--- config.mk ---
export PLATFORM = sky130hd
export DESIGN_NAME = pcie_tlp_top
export DESIGN_NICKNAME = d
export VERILOG_FILES = /design/src/source/tlp_pkg.sv /design/src/source/tlp_rx_parser.sv /design/src/source/tlp_completer.sv /design/src/source/tlp_tx_framer.sv /design/src/source/pcie_tlp_top.sv
export SDC_FILE = /design/constraint.sdc
export NUM_CORES = 1
export LEC_CHECK = 0
export ABC_CLOCK_PERIOD_IN_PS = 7350
export BUFFER_PORTS_ARGS = -buffer_cell sky130_fd_sc_hd__buf_2
export CORE_MARGIN = 2
export CORE_UTILIZATION = 38
export DETAILED_ROUTE_END_ITERATION = 10
export MAX_ROUTING_LAYER = met4
export PLACE_DENSITY = 0.53
export RECOVER_POWER = 50
export REMOVE_ABC_BUFFERS = 1
export SYNTH_ARGS = -nofsm -noshare
export SYNTH_HDL_FRONTEND = slang
export SYNTH_SLANG_ARGS = --single-unit
--- constraint.sdc ---
create_clock -name pcie_clk -period 7.35 [get_ports pcie_clk]
set_input_delay 0.735 -clock pcie_clk [delete_from_list [all_inputs] [get_ports pcie_clk]]
set_output_delay 0.735 -clock pcie_clk [all_outputs]
set_load 0.02 [all_outputs]
--- src/source/tlp_pkg.sv ---
/* TLP layer types and field codes */
package tlp_pkg;

	// Widest BAR vector and slave window the structs can carry
	localparam int BAR_W_MAX     = 8;
	localparam int SLV_ADR_W_MAX = 24;

	// ------------------------------------------------------------
	// Header field codes
	// ------------------------------------------------------------
	localparam logic [1:0] FMT_3DW_DATA = 2'b10;
	localparam logic [1:0] FMT_4DW      = 2'b01;
	localparam logic [4:0] TYPE_CPLD    = 5'b01010;
	localparam logic [2:0] CPL_SC       = 3'b000;

	// Request class decoded from fmt/type
	typedef enum logic [2:0] {
		KIND_MEM,
		KIND_MEM_LK,
		KIND_IO,
		KIND_CFG0,
		KIND_CFG1,
		KIND_MSG,
		KIND_CPL,
		KIND_CPL_LK
	} tlp_kind_e;

	// ------------------------------------------------------------
	// Headers
	// ------------------------------------------------------------
	typedef struct packed {
		logic [1:0]           fmt;
		logic [4:0]           typ;
		logic [2:0]           tc;
		logic                 td;
		logic                 ep;
		logic [1:0]           attr;
		logic [9:0]           length;
		logic [15:0]          req_id;
		logic [7:0]           tag;
		logic [3:0]           first_be;
		logic [3:0]           last_be;
		logic [47:2]          addr;
		tlp_kind_e            kind;
		logic [BAR_W_MAX-1:0] bar_hit;
	} tlp_hdr_t;

	typedef struct packed {
		logic [7:0] bus;
		logic [4:0] dev;
		logic [2:0] func;
	} cpl_id_t;

	typedef struct packed {
		logic [9:0]  length;
		logic [15:0] req_id;
		logic [7:0]  tag;
		logic [11:0] byte_cnt;
		logic [6:0]  lower_addr;
	} cpl_hdr_t;

	// ------------------------------------------------------------
	// Streams and side buses
	// ------------------------------------------------------------
	typedef struct packed {
		logic [15:0] data;
		logic        last;
	} rx_word_t;

	typedef struct packed {
		logic [BAR_W_MAX-1:0]     bar;
		logic                     ce;
		logic                     we;
		logic [SLV_ADR_W_MAX-1:0] adr;
		logic [15:0]              dat;
		logic [1:0]               sel;
	} slv_req_t;

	// Receive credit return, one cycle pulses
	typedef struct packed {
		logic       ph;
		logic       pd;
		logic       nph;
		logic       npd;
		logic [7:0] pd_num;
	} rx_credit_t;

endpackage

--- src/source/tlp_rx_parser.sv ---
/* TLP receive parser */
module tlp_rx_parser #(
	parameter int N_BAR = 7
) (
	input  logic                pcie_clk,
	input  logic                sys_rst,
	input  logic                rx_st_i,
	input  logic                rx_end_i,
	input  logic [15:0]         rx_data_i,
	input  logic [N_BAR-1:0]    rx_bar_hit_i,
	output tlp_pkg::tlp_hdr_t   hdr_o,
	output logic                hdr_valid_o,
	output tlp_pkg::rx_word_t   wdata_o,
	output tlp_pkg::rx_credit_t credits_o
);
	import tlp_pkg::*;

	typedef enum logic [3:0] {
		RX_IDLE,
		RX_HDR1,
		RX_REQID,
		RX_TAG,
		RX_ADR63,
		RX_ADR47,
		RX_ADR31,
		RX_ADR15,
		RX_BODY
	} rx_state_e;

	rx_state_e  state;
	tlp_kind_e  kind_w;
	logic       has_data;
	logic       is_4dw;
	logic       bar_any;
	logic [7:0] pd_dw4;

	always_comb begin
		if (rx_data_i[12]) begin
			kind_w = KIND_MSG;
		end else if (rx_data_i[11]) begin
			kind_w = rx_data_i[8] ? KIND_CPL_LK : KIND_CPL;
		end else begin
			case (rx_data_i[10:8])
				3'b000:  kind_w = KIND_MEM;
				3'b001:  kind_w = KIND_MEM_LK;
				3'b010:  kind_w = KIND_IO;
				3'b100:  kind_w = KIND_CFG0;
				default: kind_w = KIND_CFG1;
			endcase
		end
	end

	assign has_data = (hdr_o.fmt & FMT_3DW_DATA) != 2'b00;
	assign is_4dw   = (hdr_o.fmt & FMT_4DW) != 2'b00;
	assign bar_any  = hdr_o.bar_hit != '0;
	// Data credits count 4 DW units, rounded up
	assign pd_dw4   = hdr_o.length[9:2] + {7'd0, hdr_o.length[1:0] != 2'b00};

	// ------------------------------------------------------------
	// Header field capture
	// ------------------------------------------------------------
	always_ff @(posedge pcie_clk) begin
		case (state)
			RX_IDLE: begin
				if (rx_st_i) begin
					hdr_o.fmt     <= rx_data_i[14:13];
					hdr_o.typ     <= rx_data_i[12:8];
					hdr_o.tc      <= rx_data_i[6:4];
					hdr_o.kind    <= kind_w;
					hdr_o.bar_hit <= BAR_W_MAX'(rx_bar_hit_i);
				end
			end
			RX_HDR1: begin
				hdr_o.td     <= rx_data_i[15];
				hdr_o.ep     <= rx_data_i[14];
				hdr_o.attr   <= rx_data_i[13:12];
				hdr_o.length <= rx_data_i[9:0];
			end
			RX_REQID: begin
				hdr_o.req_id <= rx_data_i;
			end
			RX_TAG: begin
				hdr_o.tag      <= rx_data_i[15:8];
				hdr_o.last_be  <= rx_data_i[7:4];
				hdr_o.first_be <= rx_data_i[3:0];
				if (!is_4dw) begin
					hdr_o.addr[47:32] <= '0;
				end
			end
			RX_ADR47: hdr_o.addr[47:32] <= rx_data_i;
			RX_ADR31: hdr_o.addr[31:16] <= rx_data_i;
			RX_ADR15: hdr_o.addr[15:2]  <= rx_data_i[15:2];
			default: begin
			end
		endcase
	end

	// ------------------------------------------------------------
	// Word sequencing and credit return
	// ------------------------------------------------------------
	always_ff @(posedge pcie_clk) begin
		if (sys_rst) begin
			state       <= RX_IDLE;
			hdr_valid_o <= 1'b0;
			credits_o   <= '0;
		end else begin
			hdr_valid_o <= 1'b0;
			credits_o   <= '0;
			case (state)
				RX_IDLE: begin
					if (rx_st_i) begin
						state <= RX_HDR1;
					end
				end
				RX_HDR1: begin
					// Completions are only counted, their header is not parsed
					if (hdr_o.kind == KIND_CPL || hdr_o.kind == KIND_CPL_LK) begin
						state <= RX_BODY;
					end else begin
						state <= RX_REQID;
					end
				end
				RX_REQID: state <= RX_TAG;
				RX_TAG:   state <= is_4dw ? RX_ADR63 : RX_ADR31;
				RX_ADR63: state <= RX_ADR47;
				RX_ADR47: state <= RX_ADR31;
				RX_ADR31: state <= RX_ADR15;
				RX_ADR15: begin
					hdr_valid_o <= hdr_o.kind == KIND_MEM && bar_any;
					state       <= RX_BODY;
				end
				default: begin
				end
			endcase
			if (rx_end_i && state != RX_IDLE) begin
				state <= RX_IDLE;
				case (hdr_o.kind)
					KIND_MEM, KIND_MEM_LK: begin
						if (bar_any && has_data) begin
							credits_o.ph     <= 1'b1;
							credits_o.pd     <= 1'b1;
							credits_o.pd_num <= pd_dw4;
						end else if (bar_any) begin
							credits_o.nph <= 1'b1;
						end
					end
					KIND_IO, KIND_CFG0, KIND_CFG1: begin
						credits_o.nph <= 1'b1;
						credits_o.npd <= has_data;
					end
					KIND_MSG: begin
						credits_o.ph     <= 1'b1;
						credits_o.pd     <= has_data;
						credits_o.pd_num <= has_data ? pd_dw4 : 8'd0;
					end
					default: begin
					end
				endcase
			end
		end
	end

	// Payload stream one cycle behind the link
	always_ff @(posedge pcie_clk) begin
		wdata_o.data <= rx_data_i;
		wdata_o.last <= rx_end_i;
	end

endmodule

--- src/source/tlp_completer.sv ---
/* BAR slave sequencer */
module tlp_completer #(
	parameter int N_BAR     = 7,
	parameter int SLV_ADR_W = 19
) (
	input  logic              pcie_clk,
	input  logic              sys_rst,
	input  tlp_pkg::tlp_hdr_t hdr_i,
	input  logic              hdr_valid_i,
	input  tlp_pkg::rx_word_t wdata_i,
	output tlp_pkg::slv_req_t slv_o,
	input  logic [15:0]       slv_dat_i,
	output tlp_pkg::cpl_hdr_t cpl_o,
	output logic              cpl_valid_o,
	input  logic              data_rdy_i,
	output logic [15:0]       cpl_data_o,
	output logic              cpl_done_o
);
	import tlp_pkg::*;

	typedef enum logic [2:0] {
		SLV_IDLE,
		SLV_WRITE,
		SLV_RD_HDR,
		SLV_RD_DATA,
		SLV_RD_TAIL
	} slv_state_e;

	slv_state_e           state;
	tlp_hdr_t             req;
	logic [SLV_ADR_W-1:0] adr_q;
	logic [10:0]          hw_idx;
	logic                 first_dw;
	logic                 last_dw;
	logic                 last_hw;
	logic [3:0]           lane_be;
	logic [1:0]           wr_sel;
	logic [11:0]          byte_cnt;
	logic [6:0]           low_adr;
	logic                 iss_last;
	logic                 rd_vld;
	logic                 rd_last;

	// Offset of the lowest enabled byte
	function automatic logic [1:0] be_low(input logic [3:0] be);
		casez (be)
			4'b???1: be_low = 2'd0;
			4'b??10: be_low = 2'd1;
			4'b?100: be_low = 2'd2;
			4'b1000: be_low = 2'd3;
			default: be_low = 2'd0;
		endcase
	endfunction

	// Offset of the highest enabled byte
	function automatic logic [1:0] be_high(input logic [3:0] be);
		casez (be)
			4'b1???: be_high = 2'd3;
			4'b01??: be_high = 2'd2;
			4'b001?: be_high = 2'd1;
			default: be_high = 2'd0;
		endcase
	endfunction

	assign first_dw = hw_idx[10:1] == 10'd0;
	assign last_dw  = hw_idx[10:1] == req.length - 10'd1;
	assign last_hw  = last_dw && hw_idx[0];

	// High lane bit is the lower numbered byte of the halfword
	always_comb begin
		if (first_dw) begin
			lane_be = req.first_be;
		end else if (last_dw) begin
			lane_be = req.last_be;
		end else begin
			lane_be = 4'hf;
		end
		wr_sel = hw_idx[0] ? {lane_be[2], lane_be[3]} : {lane_be[0], lane_be[1]};
	end

	always_comb begin
		if (req.length == 10'd1) begin
			if (req.first_be == 4'h0) begin
				byte_cnt = 12'd1;
			end else begin
				byte_cnt = 12'(be_high(req.first_be) - be_low(req.first_be)) + 12'd1;
			end
		end else begin
			byte_cnt = {req.length, 2'b00} - 12'(be_low(req.first_be))
				- 12'(2'd3 - be_high(req.last_be));
		end
		low_adr = {req.addr[6:2], be_low(req.first_be)};
	end

	// ------------------------------------------------------------
	// Sequencer
	// ------------------------------------------------------------
	always_ff @(posedge pcie_clk) begin
		if (sys_rst) begin
			state       <= SLV_IDLE;
			slv_o.ce    <= 1'b0;
			slv_o.we    <= 1'b0;
			cpl_valid_o <= 1'b0;
			cpl_done_o  <= 1'b0;
			iss_last    <= 1'b0;
			rd_vld      <= 1'b0;
			rd_last     <= 1'b0;
		end else begin
			slv_o.ce   <= 1'b0;
			slv_o.we   <= 1'b0;
			cpl_done_o <= 1'b0;
			iss_last   <= 1'b0;
			// Read data is valid one cycle after ce
			rd_vld     <= slv_o.ce && !slv_o.we;
			rd_last    <= iss_last;
			if (rd_vld) begin
				cpl_data_o <= slv_dat_i;
				cpl_done_o <= rd_last;
			end
			if (data_rdy_i) begin
				cpl_valid_o <= 1'b0;
			end
			case (state)
				SLV_IDLE: begin
					if (hdr_valid_i) begin
						req       <= hdr_i;
						slv_o.bar <= BAR_W_MAX'(hdr_i.bar_hit[N_BAR-1:0]);
						adr_q     <= {hdr_i.addr[SLV_ADR_W:2], 1'b0};
						hw_idx    <= '0;
						if ((hdr_i.fmt & FMT_3DW_DATA) != 2'b00) begin
							state <= SLV_WRITE;
						end else begin
							state <= SLV_RD_HDR;
						end
					end
				end
				SLV_WRITE: begin
					slv_o.ce  <= 1'b1;
					slv_o.we  <= 1'b1;
					slv_o.adr <= SLV_ADR_W_MAX'(adr_q);
					slv_o.dat <= wdata_i.data;
					slv_o.sel <= wr_sel;
					adr_q     <= adr_q + 1'b1;
					hw_idx    <= hw_idx + 11'd1;
					if (last_hw || wdata_i.last) begin
						state <= SLV_IDLE;
					end
				end
				SLV_RD_HDR: begin
					cpl_o.length     <= req.length;
					cpl_o.req_id     <= req.req_id;
					cpl_o.tag        <= req.tag;
					cpl_o.byte_cnt   <= byte_cnt;
					cpl_o.lower_addr <= low_adr;
					cpl_valid_o      <= 1'b1;
					state            <= SLV_RD_DATA;
				end
				SLV_RD_DATA: begin
					if (data_rdy_i) begin
						slv_o.ce  <= 1'b1;
						slv_o.adr <= SLV_ADR_W_MAX'(adr_q);
						adr_q     <= adr_q + 1'b1;
						hw_idx    <= hw_idx + 11'd1;
						iss_last  <= last_hw;
						if (last_hw) begin
							state <= SLV_RD_TAIL;
						end
					end
				end
				SLV_RD_TAIL: begin
					// Wait for the last halfword to leave the read pipeline
					if (rd_vld && rd_last) begin
						state <= SLV_IDLE;
					end
				end
				default: state <= SLV_IDLE;
			endcase
		end
	end

endmodule

--- src/source/tlp_tx_framer.sv ---
/* Completion framer */
module tlp_tx_framer (
	input  logic              pcie_clk,
	input  logic              sys_rst,
	input  tlp_pkg::cpl_id_t  cpl_id_i,
	input  tlp_pkg::cpl_hdr_t cpl_i,
	input  logic              cpl_valid_i,
	output logic              data_rdy_o,
	input  logic [15:0]       cpl_data_i,
	input  logic              cpl_done_i,
	output logic              tx_req_o,
	input  logic              tx_rdy_i,
	output logic              tx_st_o,
	output logic              tx_end_o,
	output logic [15:0]       tx_data_o
);
	import tlp_pkg::*;

	typedef enum logic [1:0] {
		TX_IDLE,
		TX_WAIT,
		TX_HDR,
		TX_DATA
	} tx_state_e;

	tx_state_e   state;
	logic [2:0]  hcnt;
	logic [15:0] hdr_word;

	// Completion header, one halfword per count
	always_comb begin
		case (hcnt)
			3'd0:    hdr_word = {1'b0, FMT_3DW_DATA, TYPE_CPLD, 1'b0, 3'b000, 4'b0000};
			3'd1:    hdr_word = {6'b000000, cpl_i.length};
			3'd2:    hdr_word = cpl_id_i;
			3'd3:    hdr_word = {CPL_SC, 1'b0, cpl_i.byte_cnt};
			3'd4:    hdr_word = cpl_i.req_id;
			default: hdr_word = {cpl_i.tag, 1'b0, cpl_i.lower_addr};
		endcase
	end

	always_ff @(posedge pcie_clk) begin
		if (sys_rst) begin
			state      <= TX_IDLE;
			hcnt       <= 3'd0;
			tx_req_o   <= 1'b0;
			tx_st_o    <= 1'b0;
			tx_end_o   <= 1'b0;
			data_rdy_o <= 1'b0;
		end else begin
			tx_st_o  <= 1'b0;
			tx_end_o <= 1'b0;
			case (state)
				TX_IDLE: begin
					hcnt <= 3'd0;
					if (cpl_valid_i) begin
						tx_req_o <= 1'b1;
						state    <= TX_WAIT;
					end
				end
				TX_WAIT: begin
					if (tx_rdy_i) begin
						tx_req_o  <= 1'b0;
						tx_st_o   <= 1'b1;
						tx_data_o <= hdr_word;
						hcnt      <= 3'd1;
						state     <= TX_HDR;
					end
				end
				TX_HDR: begin
					tx_data_o <= hdr_word;
					hcnt      <= hcnt + 3'd1;
					// Lead time for the slave read pipeline
					if (hcnt == 3'd2) begin
						data_rdy_o <= 1'b1;
					end
					if (hcnt == 3'd5) begin
						state <= TX_DATA;
					end
				end
				TX_DATA: begin
					tx_data_o <= cpl_data_i;
					tx_end_o  <= cpl_done_i;
					if (cpl_done_i) begin
						data_rdy_o <= 1'b0;
						state      <= TX_IDLE;
					end
				end
				default: state <= TX_IDLE;
			endcase
		end
	end

endmodule

--- src/source/pcie_tlp_top.sv ---
/* PCIe transaction layer */
module pcie_tlp_top #(
	parameter int N_BAR     = 7,
	parameter int SLV_ADR_W = 19
) (
	input  logic                pcie_clk,
	input  logic                sys_rst,
	input  tlp_pkg::cpl_id_t    cpl_id_i,
	// Receive side
	input  logic                rx_st_i,
	input  logic                rx_end_i,
	input  logic [15:0]         rx_data_i,
	input  logic [N_BAR-1:0]    rx_bar_hit_i,
	output tlp_pkg::rx_credit_t credits_o,
	// Transmit side
	output logic                tx_req_o,
	input  logic                tx_rdy_i,
	output logic                tx_st_o,
	output logic                tx_end_o,
	output logic [15:0]         tx_data_o,
	// Local slave bus
	output tlp_pkg::slv_req_t   slv_o,
	input  logic [15:0]         slv_dat_i
);
	import tlp_pkg::*;

	tlp_hdr_t    hdr;
	logic        hdr_valid;
	rx_word_t    wdata;
	cpl_hdr_t    cpl;
	logic        cpl_valid;
	logic        data_rdy;
	logic [15:0] cpl_data;
	logic        cpl_done;

	tlp_rx_parser #(
		.N_BAR(N_BAR)
	) u_parser (
		.pcie_clk     (pcie_clk),
		.sys_rst      (sys_rst),
		.rx_st_i      (rx_st_i),
		.rx_end_i     (rx_end_i),
		.rx_data_i    (rx_data_i),
		.rx_bar_hit_i (rx_bar_hit_i),
		.hdr_o        (hdr),
		.hdr_valid_o  (hdr_valid),
		.wdata_o      (wdata),
		.credits_o    (credits_o)
	);

	tlp_completer #(
		.N_BAR     (N_BAR),
		.SLV_ADR_W (SLV_ADR_W)
	) u_completer (
		.pcie_clk    (pcie_clk),
		.sys_rst     (sys_rst),
		.hdr_i       (hdr),
		.hdr_valid_i (hdr_valid),
		.wdata_i     (wdata),
		.slv_o       (slv_o),
		.slv_dat_i   (slv_dat_i),
		.cpl_o       (cpl),
		.cpl_valid_o (cpl_valid),
		.data_rdy_i  (data_rdy),
		.cpl_data_o  (cpl_data),
		.cpl_done_o  (cpl_done)
	);

	tlp_tx_framer u_framer (
		.pcie_clk    (pcie_clk),
		.sys_rst     (sys_rst),
		.cpl_id_i    (cpl_id_i),
		.cpl_i       (cpl),
		.cpl_valid_i (cpl_valid),
		.data_rdy_o  (data_rdy),
		.cpl_data_i  (cpl_data),
		.cpl_done_i  (cpl_done),
		.tx_req_o    (tx_req_o),
		.tx_rdy_i    (tx_rdy_i),
		.tx_st_o     (tx_st_o),
		.tx_end_o    (tx_end_o),
		.tx_data_o   (tx_data_o)
	);

endmodule

Word level (Yosys, flattened, before mapping)

Index checks and enable logic that the tools add are counted.

Flip-flop bits (word level): 336
Input bits: 60
Output and inout port bits: 83
Logic and storage cells: 238

$add $sub $neg: 10
Eq/ne operators: 49
Muxes and demuxes: 66
Bitwise gates (word level): 9
Reductions and logical operators: 52

Operator list:

| kind                  | number |
|---|---|
| $pmux 16 s5           | 1 |
| $pmux 19 s3           | 1 |
| $pmux 16 s3           | 1 |
| $pmux 24 s2           | 1 |
| $mux 19               | 2 |
| $pmux 11 s3           | 1 |
| $pmux 4 s8            | 1 |
| $mux 2                | 14 |
| $eq 3x3->1 const B    | 9 |
| $mux 12               | 2 |
| $mux 24               | 1 |
| $mux 11               | 2 |
| $eq 3x2->1 const B    | 7 |
| $mux 3                | 7 |
| $add 19x1->19 const B | 1 |
| $eq 3x1->1 const B    | 6 |
| $pmux 2 s3            | 3 |
| $eq 4x3->1 const B    | 4 |
| $mux 16               | 1 |
| $mux 4                | 4 |
| $mux 8                | 2 |
| $pmux 8 s2            | 1 |
| $reduce_bool 8->1     | 2 |
| $pmux 3 s5            | 1 |
| other kinds (41)      | 111 |

Depth between registers and ports, before layout

Depth in word-level cells: 8
Gate-level depth with buffers: 12
Depth with buffers taken out: 12

Cells and area by module

Synthesis repeated with hierarchy kept, for this count alone.

Cells, all modules: 941
Area, all modules: 14,233.7 µm²

Modules (own cells, without submodules):

| module        | instances | cells an instance | area an instance (µm²) | sequential area each (µm²) |
|---|---|---|---|---|
| tlp_completer | 1         | 497               | 7,797.5                | 5,905.7 |
| tlp_rx_parser | 1         | 257               | 4,742.0                | 4,043.9 |
| tlp_tx_framer | 1         | 187               | 1,694.1                | 660.6 |

Worst setup path before layout

No wires, ideal clock.

Kind: input to register
Start point: in sys_rst
End point: reg u_completer.cpl_o[0] (netlist name) (enable)
Library setup time: 0.595 ns
Arrival time: 6.170 ns
Data required time: 6.755 ns
Setup slack: 0.585 ns
Cell stages on the path: 3
Path buffers: 2
Path through: clkbuf_1 buf_1 nor4_1

Longest elaborated chain between the ends: 2

Ends and longest elaborated chain:

| item                              | RTL line            | RTL |
|---|---|---|
| from (decl)                       | pcie_tlp_top.sv:7   | `input logic sys_rst,` |
| $not 1->1 (no source line)        | --                  |  |
| $reduce_and 2->1 (no source line) | --                  |  |
| to (decl)                         | tlp_completer.sv:13 | `output tlp_pkg::cpl_hdr_t cpl_o,` |

Every way passes these cells.
A chain may end at the register's enable or synchronous reset.

Worst setup path after layout

Start point: in sys_rst
End point: reg u_completer.req[77] (netlist name) (enable)

Longest elaborated chain between the ends: 2

Ends and longest elaborated chain:

| item                              | RTL line             | RTL |
|---|---|---|
| $not 1->1 (no source line)        | --                   |  |
| $reduce_and 3->1 (no source line) | --                   |  |
| to (signal assigned)              | tlp_completer.sv:126 | `req <= hdr_i;` |
| to (decl)                         | tlp_completer.sv:30  | `tlp_hdr_t req;` |

Every way passes these cells.

==> impl_metrics.env <==
export IMPL_status="finished, violations left"
export IMPL_violations="max-capacitance violations, max-slew violations"
export IMPL_ys_seq_area_share_pct=73.4
export IMPL_drt_pass1_iter_count=4
export IMPL_endpoint_kind="flop"
export IMPL_grt_pass1_wl_mm=42.3
export IMPL_gp_congestion=0.781
export IMPL_cts_root_buffer="clkbuf_16"
export IMPL_r2r_setup_slack_ns=4.55
export IMPL_grt_max_degree=54
export IMPL_drt_initial_drc_count=544
export IMPL_synth_flop_cell="edfxtp_1"
export IMPL_num_rows=67
export IMPL_skew_ns=0.0265
export IMPL_cap_violations=1
export IMPL_vias=7437
export IMPL_htreeDepth=2
export IMPL_portBuffers=136
export IMPL_clkTransAtPathRegs_ns=0.06
export IMPL_fin_nets=1130
export IMPL_cts_sinks=331
export IMPL_hold_depth=1
export IMPL_cts_buffers=37
export IMPL_p_seq_share_pct=48.9
export IMPL_total_power_w=0.00472
export IMPL_drive_above_1_share_pct=18.1
export IMPL_cts_post_setup_buffers_inserted=0
export IMPL_wirelength_mm=27.5
export IMPL_grt_overflow_total=0
export IMPL_finalWorstSetupSlack_ns=4.37
export IMPL_hpwl_mm=18.7
export IMPL_final_util_pct=45.7
export IMPL_worstHoldStart="rx_end_i"
export IMPL_fmax_mhz=335
export IMPL_post_place_cells=1452
export IMPL_ctsHoldBuffers=0
export IMPL_drc=0
export IMPL_synth_largest_area_cell="edfxtp_1"
export IMPL_finalHoldViolCount=0
export IMPL_dp_slack_ns=4.55
export IMPL_finalMaxSlewViolations=32
export IMPL_antenna_left=0
export IMPL_synth_top_area_share_pct=65.1
export IMPL_post_cts_resized=0
export IMPL_rr_worst_depth=10
export IMPL_crit_type="in2reg"
export IMPL_dieArea_um2=35200
export IMPL_netlist_instances=891
export IMPL_cts_tree="built"
export IMPL_whs_endpoint="u_parser.wdata_o[0]"
export IMPL_start_util_pct=38.4
export IMPL_grt_pass1_vias=7326
export IMPL_ys_top_cells_by_area="edfxtp_1 (65%), dfxtp_1 (8.3%), ha_1 (2.4%), xor2_1 (2.1%), o21ai_0 (2.0%)"
export IMPL_swShare_pct=24.4
export IMPL_regToRegEndpoint="u_completer.cpl_o[15]"
export IMPL_synth_cell_area_um2=12800
export IMPL_track_usage_pct=16.0
export IMPL_synth_async_sr_flop_share_pct=0
export IMPL_ys_ff_latch=331
export IMPL_period_needed_ns=2.98
export IMPL_yosysMostFrequentCell="edfxtp_1"
export IMPL_cp_required_ns=7.49
export IMPL_areaGrowthSynthToFinish_pct=18.9
export IMPL_die_y_um=188
export IMPL_io_pin_count=143
export IMPL_slew_limit_headroom_pct=-5.60
export IMPL_yosysWarningCount=0
export IMPL_clkPwrFrac_pct=40.6
export IMPL_r2r_start="u_completer.req[64]"
export IMPL_cp_start_kind="input port"
export IMPL_synth_commonest_cells="edfxtp_1 (278), nand2_1 (66), nor2_1 (63)"
export IMPL_syn_area_per_cell_um2=14.4
export IMPL_period_share_pct=40.6
export IMPL_wl_per_cell_um=18.1
export IMPL_synth_edf_count=278
export IMPL_finalSetupTns_ns=0
export IMPL_hold_class="in2reg"
export IMPL_vias_per_cell=4.90
export IMPL_rsz0062_at_grt="no"
export IMPL_grt_antenna_before_repair=0
export IMPL_dieWidth_um=188
export IMPL_finalSetupViolations=0
export IMPL_crit_fanout=47
export IMPL_clock_path_buffers=3
export IMPL_peakVddDrop_mv=0.143
export IMPL_core_area_um2=33400
export IMPL_leakagePower_nw=5.34
export IMPL_insertion_delay_ns=0.52
export IMPL_ys_types=68
export IMPL_arrival_ns=3.12
export IMPL_power_density_nw_per_um2=309
export IMPL_instances_no_fill=1519
export IMPL_comb_power_share_pct=10.4
export IMPL_p_int_w=0.00357
export IMPL_p_sw_w=0.00115
export IMPL_worstMarginPinSlew_ns=1.58
-- worst max-delay path, cell delays in order --
cell and delay (ns):
clkbuf_1 0.59, nor3_1 1.08, buf_4 0.65
-- layer usage --
layer,part of all wire [%],track usage [%]
met1,49,22.7
met5,0,-
met2,44,23.8
met4,2.2,5.00
met3,4.5,2.58
-- cells in the final DEF (no fill, tap or decap), types with 3 or more instances in the layout --
| master | n |
|---|---|
| edfxtp_1 | 278 |
| buf_2 | 106 |
| nand2_1 | 66 |
| nor2_1 | 62 |
| dfxtp_1 | 53 |
| o21ai_0 | 52 |
| clkbuf_16 | 38 |
| clkbuf_1 | 38 |
| inv_1 | 34 |
| nand3_1 | 34 |
| xor2_1 | 31 |
| a21oi_1 | 30 |
| ha_1 | 25 |
| xnor2_1 | 21 |
| nor3_1 | 17 |
| a32oi_1 | 11 |
| nand2b_1 | 10 |
| a211oi_1 | 10 |
| a22oi_1 | 10 |
| nor2b_1 | 9 |
| clkinv_2 | 8 |
| nor4_1 | 7 |
| or3_1 | 6 |
| and3_1 | 6 |
| conb_1 | 6 |
| bufinv_16 | 6 |
| buf_4 | 6 |
| mux2i_1 | 5 |
| o21a_1 | 4 |
| and2_1 | 4 |
| or2_2 | 3 |
| o211ai_1 | 3 |
| mux2_2 | 3 |
| a31oi_1 | 3 |
| and4_1 | 3 |
| nand4_1 | 3 |
| nor3_2 | 3 |
| clkinv_1 | 3 |
| clkbuf_8 | 3 |
| clkinv_4 | 3 |
-- state kept, by name (all words and copies together) (netlist names), 2 cells and up --
| register | flops |
|---|---|
| u_framer.state | 2 |
| u_completer.cpl_data_o | 16 |
| u_parser.state | 4 |
| u_completer.req | 42 |
| u_completer.state | 3 |
| u_completer.low_adr | 5 |
| u_framer.tx_data_o | 16 |
| u_completer.slv_o | 46 |
| u_parser.credits_o | 12 |
| u_framer.hcnt | 3 |
| u_parser.hdr_o | 72 |
| u_completer.hw_idx | 11 |
| u_completer.adr_q | 19 |
| u_parser.wdata_o | 17 |
| u_completer.cpl_o | 53 |
-- power groups by stage --
| stage | sequential [W] | combinational (W) | clock (W) |
|---|---|---|---|
| 2_1_floorplan | 0.00238 | 0.000280 | 0 |
| 3_3_place_gp | 0.00235 | 0.000506 | 0 |
| 3_5_place_dp | 0.00235 | 0.000506 | 0 |
| 4_1_cts | 0.00231 | 0.000508 | 0.00197 |
| 5_1_grt | 0.00233 | 0.000549 | 0.00204 |
| 6_report | 0.00231 | 0.000492 | 0.00192 |
-- worst max-delay path by stage --
stage	depth (start not counted)	from	slack, ns	endpoint
after floorplan	1	sys_rst	0.99	u_completer.cpl_o[0]
after CTS	10	u_completer.req[64]	4.53	u_completer.cpl_o[15]
final	3	sys_rst	4.37	u_completer.req[77]
after global routing	3	sys_rst	4.21	u_completer.req[76]
after global placement	9	u_completer.req[62]	4.61	u_completer.cpl_o[15]
after detailed placement	10	u_completer.req[64]	4.55	u_completer.cpl_o[15]
-- layout make-up --
class | instances | area (µm²)
well taps | 448 | 561
inverters | 34 | 128
repair buffers | 146 | 703
fillers | 3061 | 18100
diodes | 1 | 2.50
multi-input cells | 493 | 3170
flip-flops and latches | 331 | 9410
clock inverters | 21 | 274
clock buffers | 45 | 1010
-- per-stage QoR --
step                      hold WS [ns]  instance area, µm²
after floorplan                  0.386               12700
after global placement           0.386               14000
after detailed placement         0.389               14000
after CTS                        0.316               15300
after global routing             0.345               15300
final                            0.353               15300
-- logic make-up after synthesis --
family | after synthesis | share of synthesized area [%]
other | 1 | 0.0292
flip-flops | 331 | 73.4
adder cells (fa/ha/maj) | 28 | 2.83
XOR/XNOR | 52 | 3.55
AND/OR/NAND/NOR | 256 | 10.1
buffers and inverters | 72 | 2.38
AO/OA/AOI/OAI | 143 | 7.14
multiplexers | 8 | 0.654
Power figures use the tool's default switching activity.
